$ cat src/logic/squeeze_pkg.sv
// Sizes are scaled for simulation; arithmetic assumes sums stay inside 29 bits before requantization
`default_nettype none

package squeeze_pkg;

	//////////////////////////////////////////////////////////////////////
	// Layer sizes
	//////////////////////////////////////////////////////////////////////

	// One lane per output channel
	localparam int LANES = 4;
	// Kernel area 1x1 times 16 input channels
	localparam int TAPS = 16;
	// 3 by 3 output map
	localparam int PIXELS = 9;
	// Tap addresses from here on live in the distributed bank
	localparam int BANK_SPLIT = 12;
	localparam int DIST_DEPTH = TAPS - BANK_SPLIT;
	localparam int DIST_W = $clog2(DIST_DEPTH);

	localparam int TAP_W = $clog2(TAPS);
	localparam int PIX_W = $clog2(PIXELS);

	//////////////////////////////////////////////////////////////////////
	// Fixed-point format
	//////////////////////////////////////////////////////////////////////

	localparam int DATA_W = 16;
	localparam int ACC_W = 32;
	// Fraction bits dropped when going back to 16 bits
	localparam int FRAC = 14;

	typedef logic signed [DATA_W-1:0] data_t;
	typedef logic signed [ACC_W-1:0] acc_t;
	typedef data_t [LANES-1:0] kern_vec_t;
	typedef data_t [LANES-1:0] ofm_vec_t;
	typedef logic [TAP_W-1:0] tap_addr_t;
	typedef logic [PIX_W-1:0] pix_idx_t;

	// Layer to store, vector valid while sample is high
	typedef struct packed {
		logic sample;
		ofm_vec_t vec;
	} ofm_beat_t;

	//////////////////////////////////////////////////////////////////////
	// Weight, bias and requantization rules
	//////////////////////////////////////////////////////////////////////

	// Mixed lane and tap, range -6 to 6
	function automatic data_t weight_of(input int lane, input int tap);
		int v;
		v = ((lane * 5 + tap * 3 + 1) % 13) - 6;
		return data_t'(v);
	endfunction

	// Odd lanes get a negative bias
	function automatic acc_t bias_of(input int lane);
		acc_t b;
		if (lane % 2 == 1)
			b = -acc_t'((lane + 1) * 3000);
		else
			b = acc_t'((lane + 1) * 20000 + 777);
		return b;
	endfunction

	// ReLU, then keep bits 28 down to 14 under a zero sign bit
	function automatic data_t requant(input acc_t sum);
		data_t q;
		if (sum[ACC_W-1])
			q = '0;
		else
			q = {1'b0, sum[FRAC+DATA_W-2:FRAC]};
		return q;
	endfunction

endpackage

`default_nettype wire

$ cat src/logic/weight_rom.sv
// Contents fixed at elaboration from weight_of; both banks answer one cycle after the address
`timescale 1ns/10ps
`default_nettype none

module weight_rom (
	input logic clk,
	input squeeze_pkg::tap_addr_t address,
	output squeeze_pkg::kern_vec_t weights
);
	import squeeze_pkg::*;

	// Block bank, low addresses
	kern_vec_t blk_mem [BANK_SPLIT];
	kern_vec_t blk_q;

	// Distributed bank, the rest
	kern_vec_t dist_mem [DIST_DEPTH];
	logic [DIST_W-1:0] dist_idx;
	kern_vec_t dist_rd;
	kern_vec_t dist_q;

	// High when the registered word came from the distributed bank
	logic sel_q;

	initial begin
		for (int a = 0; a < BANK_SPLIT; a++)
			for (int l = 0; l < LANES; l++)
				blk_mem[a][l] = weight_of(l, a);
		for (int a = 0; a < DIST_DEPTH; a++)
			for (int l = 0; l < LANES; l++)
				dist_mem[a][l] = weight_of(l, a + BANK_SPLIT);
	end

	// Synchronous read, only for addresses it owns
	always_ff @(posedge clk) begin
		if (address < tap_addr_t'(BANK_SPLIT))
			blk_q <= blk_mem[address];
	end

	// Offset into the distributed bank
	assign dist_idx = DIST_W'(address - tap_addr_t'(BANK_SPLIT));
	assign dist_rd = dist_mem[dist_idx];

	// Combinational read then one register
	always_ff @(posedge clk) begin
		dist_q <= dist_rd;
		sel_q <= (address >= tap_addr_t'(BANK_SPLIT));
	end

	// Both paths line up on the same edge
	assign weights = sel_q ? dist_q : blk_q;

endmodule

`default_nettype wire

$ cat src/logic/mac_lane.sv
// Clear must arrive in the cycle after the last product of a pixel was accumulated
`timescale 1ns/10ps
`default_nettype none

module mac_lane (
	input logic clk,
	input logic reset,
	input logic layer_en,
	input logic clr,
	input squeeze_pkg::data_t pix,
	input squeeze_pkg::data_t ker,
	output squeeze_pkg::acc_t mul_out
);
	import squeeze_pkg::*;

	acc_t prod;
	logic prod_vld;
	acc_t acc;

	// Product stage
	always_ff @(posedge clk) begin
		prod <= acc_t'(pix) * acc_t'(ker);
	end

	// Product valid follows the enable
	always_ff @(posedge clk) begin
		if (reset)
			prod_vld <= 1'b0;
		else
			prod_vld <= layer_en;
	end

	// On clear the sum restarts with the product now in flight
	always_ff @(posedge clk) begin
		if (reset)
			acc <= '0;
		else if (clr)
			acc <= prod_vld ? prod : '0;
		else if (prod_vld)
			acc <= acc + prod;
	end

	// Finished sum while clr is high
	assign mul_out = acc;

endmodule

`default_nettype wire

$ cat src/logic/squeeze_layer.sv
// Expects one tap per cycle with layer_en high; no back-pressure, and stops after PIXELS samples
`timescale 1ns/10ps
`default_nettype none

module squeeze_layer (
	input logic clk,
	input logic reset,
	input logic layer_en,
	input squeeze_pkg::data_t ifm,
	input logic ram_feedback,
	output squeeze_pkg::ofm_beat_t beat,
	output logic finish
);
	import squeeze_pkg::*;

	//////////////////////////////////////////////////////////////////////
	// Input alignment
	//////////////////////////////////////////////////////////////////////

	// Tap in cycle t reaches the lanes in t+2 together with its weight
	data_t ifm_d1;
	data_t ifm_d2;
	logic en_d1;
	logic en_d2;

	tap_addr_t rom_addr;
	kern_vec_t rom_weights;
	kern_vec_t kern_q;

	tap_addr_t tap_cnt;
	logic clr_int;
	logic clr_d1;
	logic clr_lane;

	acc_t lane_sum [LANES];
	acc_t biased [LANES];

	logic sample_q;
	ofm_vec_t vec_q;
	pix_idx_t pix_cnt;
	logic layer_end;
	logic fb_latched;

	always_ff @(posedge clk) begin
		ifm_d1 <= ifm;
		ifm_d2 <= ifm_d1;
	end

	always_ff @(posedge clk) begin
		if (reset) begin
			en_d1 <= 1'b0;
			en_d2 <= 1'b0;
		end else begin
			en_d1 <= layer_en;
			en_d2 <= en_d1;
		end
	end

	// Address of the tap being presented now
	always_ff @(posedge clk) begin
		if (reset)
			rom_addr <= '0;
		else if (layer_en && !layer_end)
			rom_addr <= (rom_addr == tap_addr_t'(TAPS - 1)) ? '0 : rom_addr + 1'b1;
	end

	weight_rom rom_inst (
		.clk(clk),
		.address(rom_addr),
		.weights(rom_weights)
	);

	// Kernel register
	always_ff @(posedge clk) begin
		kern_q <= rom_weights;
	end

	//////////////////////////////////////////////////////////////////////
	// Clear generation
	//////////////////////////////////////////////////////////////////////

	// One-cycle pulse after TAPS taps, frozen once the layer is done
	always_ff @(posedge clk) begin
		if (reset) begin
			tap_cnt <= '0;
			clr_int <= 1'b0;
		end else begin
			clr_int <= 1'b0;
			if (en_d1 && !layer_end) begin
				if (tap_cnt == tap_addr_t'(TAPS - 1)) begin
					tap_cnt <= '0;
					clr_int <= 1'b1;
				end else begin
					tap_cnt <= tap_cnt + 1'b1;
				end
			end
		end
	end

	// Two more stages so clear meets the completed sums
	always_ff @(posedge clk) begin
		if (reset) begin
			clr_d1 <= 1'b0;
			clr_lane <= 1'b0;
		end else begin
			clr_d1 <= clr_int;
			clr_lane <= clr_d1;
		end
	end

	//////////////////////////////////////////////////////////////////////
	// Lane array
	//////////////////////////////////////////////////////////////////////

	for (genvar g = 0; g < LANES; g++) begin : g_lane
		mac_lane lane_inst (
			.clk(clk),
			.reset(reset),
			.layer_en(en_d2),
			.clr(clr_lane),
			.pix(ifm_d2),
			.ker(kern_q[g]),
			.mul_out(lane_sum[g])
		);
	end

	// Per-lane bias
	always_comb begin
		for (int i = 0; i < LANES; i++)
			biased[i] = lane_sum[i] + bias_of(i);
	end

	// ReLU and requantization, captured with the clear
	always_ff @(posedge clk) begin
		if (clr_lane)
			for (int i = 0; i < LANES; i++)
				vec_q[i] <= requant(biased[i]);
	end

	// Fixed latency: four edges after the edge taking the last tap
	always_ff @(posedge clk) begin
		if (reset)
			sample_q <= 1'b0;
		else
			sample_q <= clr_lane && !layer_end;
	end

	assign beat = '{sample: sample_q, vec: vec_q};

	//////////////////////////////////////////////////////////////////////
	// Pixel timer and finish
	//////////////////////////////////////////////////////////////////////

	always_ff @(posedge clk) begin
		if (reset) begin
			pix_cnt <= '0;
			layer_end <= 1'b0;
		end else if (sample_q && !layer_end) begin
			if (pix_cnt == pix_idx_t'(PIXELS - 1))
				layer_end <= 1'b1;
			else
				pix_cnt <= pix_cnt + 1'b1;
		end
	end

	// Next stage has taken the map, hold finish low until reset
	always_ff @(posedge clk) begin
		if (reset)
			fb_latched <= 1'b0;
		else if (ram_feedback)
			fb_latched <= 1'b1;
	end

	assign finish = layer_end && !fb_latched;

endmodule

`default_nettype wire

$ cat src/logic/ofm_store.sv
// Always accepts; holds one run of PIXELS vectors and wraps if more samples arrive
`timescale 1ns/10ps
`default_nettype none

module ofm_store (
	input logic clk,
	input logic reset,
	input squeeze_pkg::ofm_beat_t beat,
	input squeeze_pkg::pix_idx_t rd_addr,
	output squeeze_pkg::ofm_vec_t rd_data
);
	import squeeze_pkg::*;

	ofm_vec_t mem [PIXELS];
	pix_idx_t wr_ptr;

	// Next free pixel slot
	always_ff @(posedge clk) begin
		if (reset)
			wr_ptr <= '0;
		else if (beat.sample)
			wr_ptr <= (wr_ptr == pix_idx_t'(PIXELS - 1)) ? '0 : wr_ptr + 1'b1;
	end

	// Write in the sample cycle
	always_ff @(posedge clk) begin
		if (beat.sample)
			mem[wr_ptr] <= beat.vec;
	end

	// Registered read, out-of-range addresses keep the last word
	always_ff @(posedge clk) begin
		if (rd_addr < pix_idx_t'(PIXELS))
			rd_data <= mem[rd_addr];
	end

endmodule

`default_nettype wire

$ cat src/logic/squeeze_top.sv
// Read side sees a vector from the cycle after its sample; rd_data lags rd_addr by one cycle
`timescale 1ns/10ps
`default_nettype none

module squeeze_top (
	input logic clk,
	input logic reset,
	input logic layer_en,
	input squeeze_pkg::data_t ifm,
	input logic ram_feedback,
	input squeeze_pkg::pix_idx_t rd_addr,
	output squeeze_pkg::ofm_vec_t rd_data,
	output logic sample,
	output logic finish
);
	import squeeze_pkg::*;

	// Layer output toward the store
	ofm_beat_t beat;

	squeeze_layer layer_inst (
		.clk(clk),
		.reset(reset),
		.layer_en(layer_en),
		.ifm(ifm),
		.ram_feedback(ram_feedback),
		.beat(beat),
		.finish(finish)
	);

	ofm_store store_inst (
		.clk(clk),
		.reset(reset),
		.beat(beat),
		.rd_addr(rd_addr),
		.rd_data(rd_data)
	);

	// Sample pulse also goes out
	assign sample = beat.sample;

endmodule

`default_nettype wire

$ cat config.mk
export PLATFORM = sky130hd
export DESIGN_NAME = squeeze_top
export DESIGN_NICKNAME = d
export VERILOG_FILES = /design/src/logic/squeeze_pkg.sv /design/src/logic/weight_rom.sv /design/src/logic/mac_lane.sv /design/src/logic/squeeze_layer.sv /design/src/logic/ofm_store.sv /design/src/logic/squeeze_top.sv
export SDC_FILE = /design/constraint.sdc
export NUM_CORES = 2
export LEC_CHECK = 0
export BUFFER_PORTS_ARGS = -buffer_cell sky130_fd_sc_hd__buf_2
export CELL_PAD_IN_SITES_DETAIL_PLACEMENT = 0
export CELL_PAD_IN_SITES_GLOBAL_PLACEMENT = 1
export CORE_MARGIN = 5
export CORE_UTILIZATION = 53
export CTS_CLUSTER_DIAMETER = 120
export DETAILED_ROUTE_END_ITERATION = 10
export GPL_ROUTABILITY_DRIVEN = 0
export PLACE_DENSITY = 0.84
export SYNTH_ARGS = -nofsm -noshare
export SYNTH_HDL_FRONTEND = slang
export SYNTH_SLANG_ARGS = --single-unit
$ cat constraint.sdc
create_clock -name clk -period 8.1 [get_ports clk]
set_input_delay 0.405 -clock clk [delete_from_list [all_inputs] [get_ports clk]]
set_output_delay 0.405 -clock clk [all_outputs]
set_load 0.01 [all_outputs]
==> results_dict.tcl <==
set metrics [dict create \
    timing.max_slew.rel_slack_pct 19.0 \
    hold_path.class "input pin to flop" \
    synthMuxAreaShare_pct 4.93 \
    transition_at_the_pin_with_the_smallest_max_transition_slack_ns 1.21 \
    routed_wire_length_per_instance_um 19.8 \
    syn_to_final_growth_pct 8.52 \
    netlist-cell-type-count 81 \
    viasPerCell 5.51 \
    placement_rows 136 \
    clkSinkCount 1016 \
    place.detailed.hpwl_um 125000 \
    worst-r2r-setup-slack_ns 0.64 \
    hold_path_startpoint "layer_en" \
    end_kind "flop" \
    synthDominantCellAreaShare_pct 27.7 \
    grt_pass1_vias 48533 \
    tritoncts.num_buffers 104 \
    clkTransAtPathRegs_ns 0.08 \
    cts_tree "done" \
    finalSetupTns_ns 0 \
    drv_slew 0 \
    synth_xor_xnor_area_share_pct 3.61 \
    floorplan.io_pins 90 \
    fill_cells 11267 \
    ctsHtreeMaxLevel 3 \
    clk-insertion-delay-late_ns 0.74 \
    synth.yosys.warnings 0 \
    yosysSeqAreaShare_pct 37.0 \
    fraction_of_layout_instances_using_a_drive_strength_above_1_pct 7.45 \
    final_routed_drc_violation_total 0 \
    nature_of_the_critical_path_startpoint "flop" \
    setup_viol 0 \
    yosys_register_bits 1016 \
    port_buffers 85 \
    worst_setup_path_startpoint "layer_inst.ifm_d2[2]" \
    final_min_period_over_clock_period_pct 92.1 \
    grt_first_pass_wirelength_um 271000 \
    async_sr_flop_fraction_pct 0 \
    drt-total-wl_um 168000 \
    floorplan.die.height_um 382 \
    detailedRoute.firstIterationViolations 3689 \
    path_class "flop to flop" \
    synthesis.area_um2 73300 \
    critical_path.max_fanout 16 \
    avgSynthCellArea_um2 11.2 \
    worst_clock_skew_ns 0.0774 \
    maximum_number_of_pins_on_one_net_before_global_route_repair 82 \
    synth-compound-area-share_pct 9.06 \
    drt-pass1-iter-count 6 \
    grt_setup_unrepaired "no" \
    synth_adder_area_share_pct 29.8 \
    synth_largest_area_cell "sky130_fd_sc_hd__edfxtp_1" \
    timing.max_cap.violations 0 \
    timing_hold_violations_final 0 \
    fmax_mhz 134 \
    track_usage_pct 23.5 \
    post_synth_main_area_contributors "sky130_fd_sc_hd__edfxtp_1 28%, sky130_fd_sc_hd__fa_1 22%, sky130_fd_sc_hd__dfxtp_1 9.3%" \
    layout_nets 7901 \
    critical_path_required_ns 8.73 \
    fp.dieW_um 382 \
    synth_simple_gate_area_share_pct 7.97 \
    cp.arrival_ns 8.09 \
    die_area_um2 146000 \
    grt_remaining_overflow 0 \
    floorplan.initialDensity_pct 53.3 \
    root_buffer "sky130_fd_sc_hd__clkbuf_16" \
    syn-instance-count 6554 \
    synth_top_family_by_area "adder cells" \
    vias 46820 \
    finalCriticalPeriod_ns 7.46 \
    fp.coreArea_um2 137000 \
    drt.antenna.violating_nets 0 \
    synth_top_flop_cell "sky130_fd_sc_hd__edfxtp_1" \
    post_cts_resized 0 \
    synth_edf_count 676 \
    antenna_violations_before_repair 12 \
    clock_path_buffers 3 \
    regToRegStartpoint "layer_inst.ifm_d2[2]" \
    run_status "completed" \
]
==> critical path, cell delays in order (launching register included) <==
cell and delay (ns):
sky130_fd_sc_hd__dfxtp_1 0.86, sky130_fd_sc_hd__xor2_1 0.43, sky130_fd_sc_hd__and2_1 0.29, sky130_fd_sc_hd__ha_1 0.18, sky130_fd_sc_hd__o21bai_1 0.22, sky130_fd_sc_hd__fa_1 0.55
sky130_fd_sc_hd__ha_1 0.13, sky130_fd_sc_hd__inv_1 0.04, sky130_fd_sc_hd__fa_1 0.47, sky130_fd_sc_hd__inv_1 0.05, sky130_fd_sc_hd__fa_1 0.53, sky130_fd_sc_hd__inv_1 0.05
sky130_fd_sc_hd__fa_1 0.47, sky130_fd_sc_hd__inv_1 0.04, sky130_fd_sc_hd__ha_1 0.31, sky130_fd_sc_hd__a2111oi_0 0.39, sky130_fd_sc_hd__o21ai_0 0.22, sky130_fd_sc_hd__a41o_1 0.32
sky130_fd_sc_hd__o21ai_0 0.32, sky130_fd_sc_hd__o21ai_0 0.33, sky130_fd_sc_hd__a2111oi_0 0.67, sky130_fd_sc_hd__o21bai_1 0.15, sky130_fd_sc_hd__a21oi_1 0.19, sky130_fd_sc_hd__xnor2_1 0.13
==> final timing paths <==
kind | to | cells after the start
worst min-delay path | layer_inst.en_d1 | 2
worst max-delay path | layer_inst.g_lane[3].lane_inst.prod[30] | 23
worst min register to register | layer_inst.ifm_d2[0] | 0
worst max register to register | layer_inst.g_lane[3].lane_inst.prod[30] | 23
==> final cells by class <==
type,count,area (µm²),area share [%]
timing repair buffer,174,1150,1.45
inverter,1245,4670,5.88
antenna,2,5.00,0.00629
clock buffer,118,2730,3.43
tap,1794,2240,2.82
multi-input combinational,4064,40700,51.1
sequential,1016,27100,34.1
clock inverter,77,943,1.19
==> synth_stat cells, types with 9 or more instances <==
library cell,instances
sky130_fd_sc_hd__edfxtp_1,676
sky130_fd_sc_hd__a31oi_1,27
sky130_fd_sc_hd__nand2_1,451
sky130_fd_sc_hd__dfxtp_1,340
sky130_fd_sc_hd__or3_1,16
sky130_fd_sc_hd__o22ai_1,12
sky130_fd_sc_hd__nor2b_1,40
sky130_fd_sc_hd__nand2b_1,31
sky130_fd_sc_hd__nor3b_1,15
sky130_fd_sc_hd__and3_1,35
sky130_fd_sc_hd__nand4_1,29
sky130_fd_sc_hd__and2_1,147
sky130_fd_sc_hd__a22o_1,15
sky130_fd_sc_hd__clkbuf_1,187
sky130_fd_sc_hd__a21oi_1,232
sky130_fd_sc_hd__a22oi_1,89
sky130_fd_sc_hd__mux4_2,120
sky130_fd_sc_hd__xnor2_1,196
sky130_fd_sc_hd__nor3_1,54
sky130_fd_sc_hd__a311oi_1,14
sky130_fd_sc_hd__ha_1,481
sky130_fd_sc_hd__mux2_2,16
sky130_fd_sc_hd__a211oi_1,34
sky130_fd_sc_hd__nand3_1,52
sky130_fd_sc_hd__and4_1,10
sky130_fd_sc_hd__buf_1,39
sky130_fd_sc_hd__a31o_2,9
sky130_fd_sc_hd__nor2_1,322
sky130_fd_sc_hd__mux2i_1,73
sky130_fd_sc_hd__nor4b_1,9
sky130_fd_sc_hd__inv_1,1244
sky130_fd_sc_hd__o31ai_1,14
sky130_fd_sc_hd__o21bai_1,48
sky130_fd_sc_hd__a21o_1,133
sky130_fd_sc_hd__a211o_1,11
sky130_fd_sc_hd__xor2_1,104
sky130_fd_sc_hd__o21ai_0,277
sky130_fd_sc_hd__o21a_1,34
sky130_fd_sc_hd__fa_1,791
==> metal layers <==
layer	GRT usage, %	part of all wire [%]	vias up
li1	-	-	21866
met1	33.4	44	23299
met2	37.5	46	1387
met3	3.67	6.5	266
met4	7.15	3.0	2
met5	0	0.0077	-
==> flip-flops by register name (all words and copies together), names as in the netlist, 4 cells and up <==
| register | cells |
|---|---|
| layer_inst.beat | 60 |
| layer_inst.g_lane.lane_inst.mul_out | 128 |
| layer_inst.g_lane.lane_inst.prod | 128 |
| layer_inst.ifm_d1 | 16 |
| layer_inst.ifm_d2 | 16 |
| layer_inst.kern_q | 16 |
| layer_inst.pix_cnt | 4 |
| layer_inst.rom_addr | 4 |
| layer_inst.rom_inst.blk_q | 16 |
| layer_inst.rom_inst.dist_q | 10 |
| layer_inst.tap_cnt | 4 |
| store_inst.mem | 540 |
| store_inst.rd_data | 60 |
| store_inst.wr_ptr | 4 |
==> cell families (layout without fill, tap and decap cells) <==
kind of cell / after synthesis / count (layout)
flip-flops: 1016 / 1016
adder cells (fa/ha/maj): 1274 / 1274
buffers and inverters: 1477 / 1614
AO/OA/AOI/OAI: 1035 / 1035
AND/OR/NAND/NOR: 1241 / 1241
multiplexers: 209 / 209
other: 1 / 6
XOR/XNOR: 301 / 301
==> layout by cell type, fill, tap and decap left out, types with 31 or more instances in the layout <==
master and n:
sky130_fd_sc_hd__nand3_1 52, sky130_fd_sc_hd__and2_1 139, sky130_fd_sc_hd__xor2_1 104, sky130_fd_sc_hd__buf_2 80, sky130_fd_sc_hd__inv_1 1244, sky130_fd_sc_hd__clkbuf_16 106
sky130_fd_sc_hd__a22oi_1 89, sky130_fd_sc_hd__xnor2_1 196, sky130_fd_sc_hd__nor2b_1 40, sky130_fd_sc_hd__mux2i_1 73, sky130_fd_sc_hd__o21a_1 34, sky130_fd_sc_hd__nand2_1 451
sky130_fd_sc_hd__mux4_2 120, sky130_fd_sc_hd__fa_1 791, sky130_fd_sc_hd__o21ai_0 277, sky130_fd_sc_hd__nor3_1 53, sky130_fd_sc_hd__buf_4 76, sky130_fd_sc_hd__and3_1 35
sky130_fd_sc_hd__nand2b_1 31, sky130_fd_sc_hd__a211oi_1 34, sky130_fd_sc_hd__ha_1 481, sky130_fd_sc_hd__o21bai_1 48, sky130_fd_sc_hd__a21o_1 133, sky130_fd_sc_hd__dfxtp_1 338
sky130_fd_sc_hd__edfxtp_1 676, sky130_fd_sc_hd__nor2_1 321, sky130_fd_sc_hd__a21oi_1 232
==> timing repair <==
action | 4_1_cts | 5_1_grt
hold buffers | 17 | 0
setup buffers | 0 | 0
hold endpoints to repair | 17 | 0
==> through the flow <==
step	setup WS, ns	hold slack, ns	utilization, %	cell area, µm²	std cells
6_report	0.641	0.0538	57.8	79500	8490
5_1_grt	0.128	0.0449	57.8	79500	8488
4_1_cts	0.714	0.00360	57.8	79500	8488
3_5_place_dp	0.781	0.314	55.0	75700	8276
3_3_place_gp	0.916	0.312	55.0	75700	8276
2_1_floorplan	1.44	0.310	-	73300	6557
Power is not shown: default switching activity piles up to over one toggle a cycle in this logic, so the estimate is an artifact.
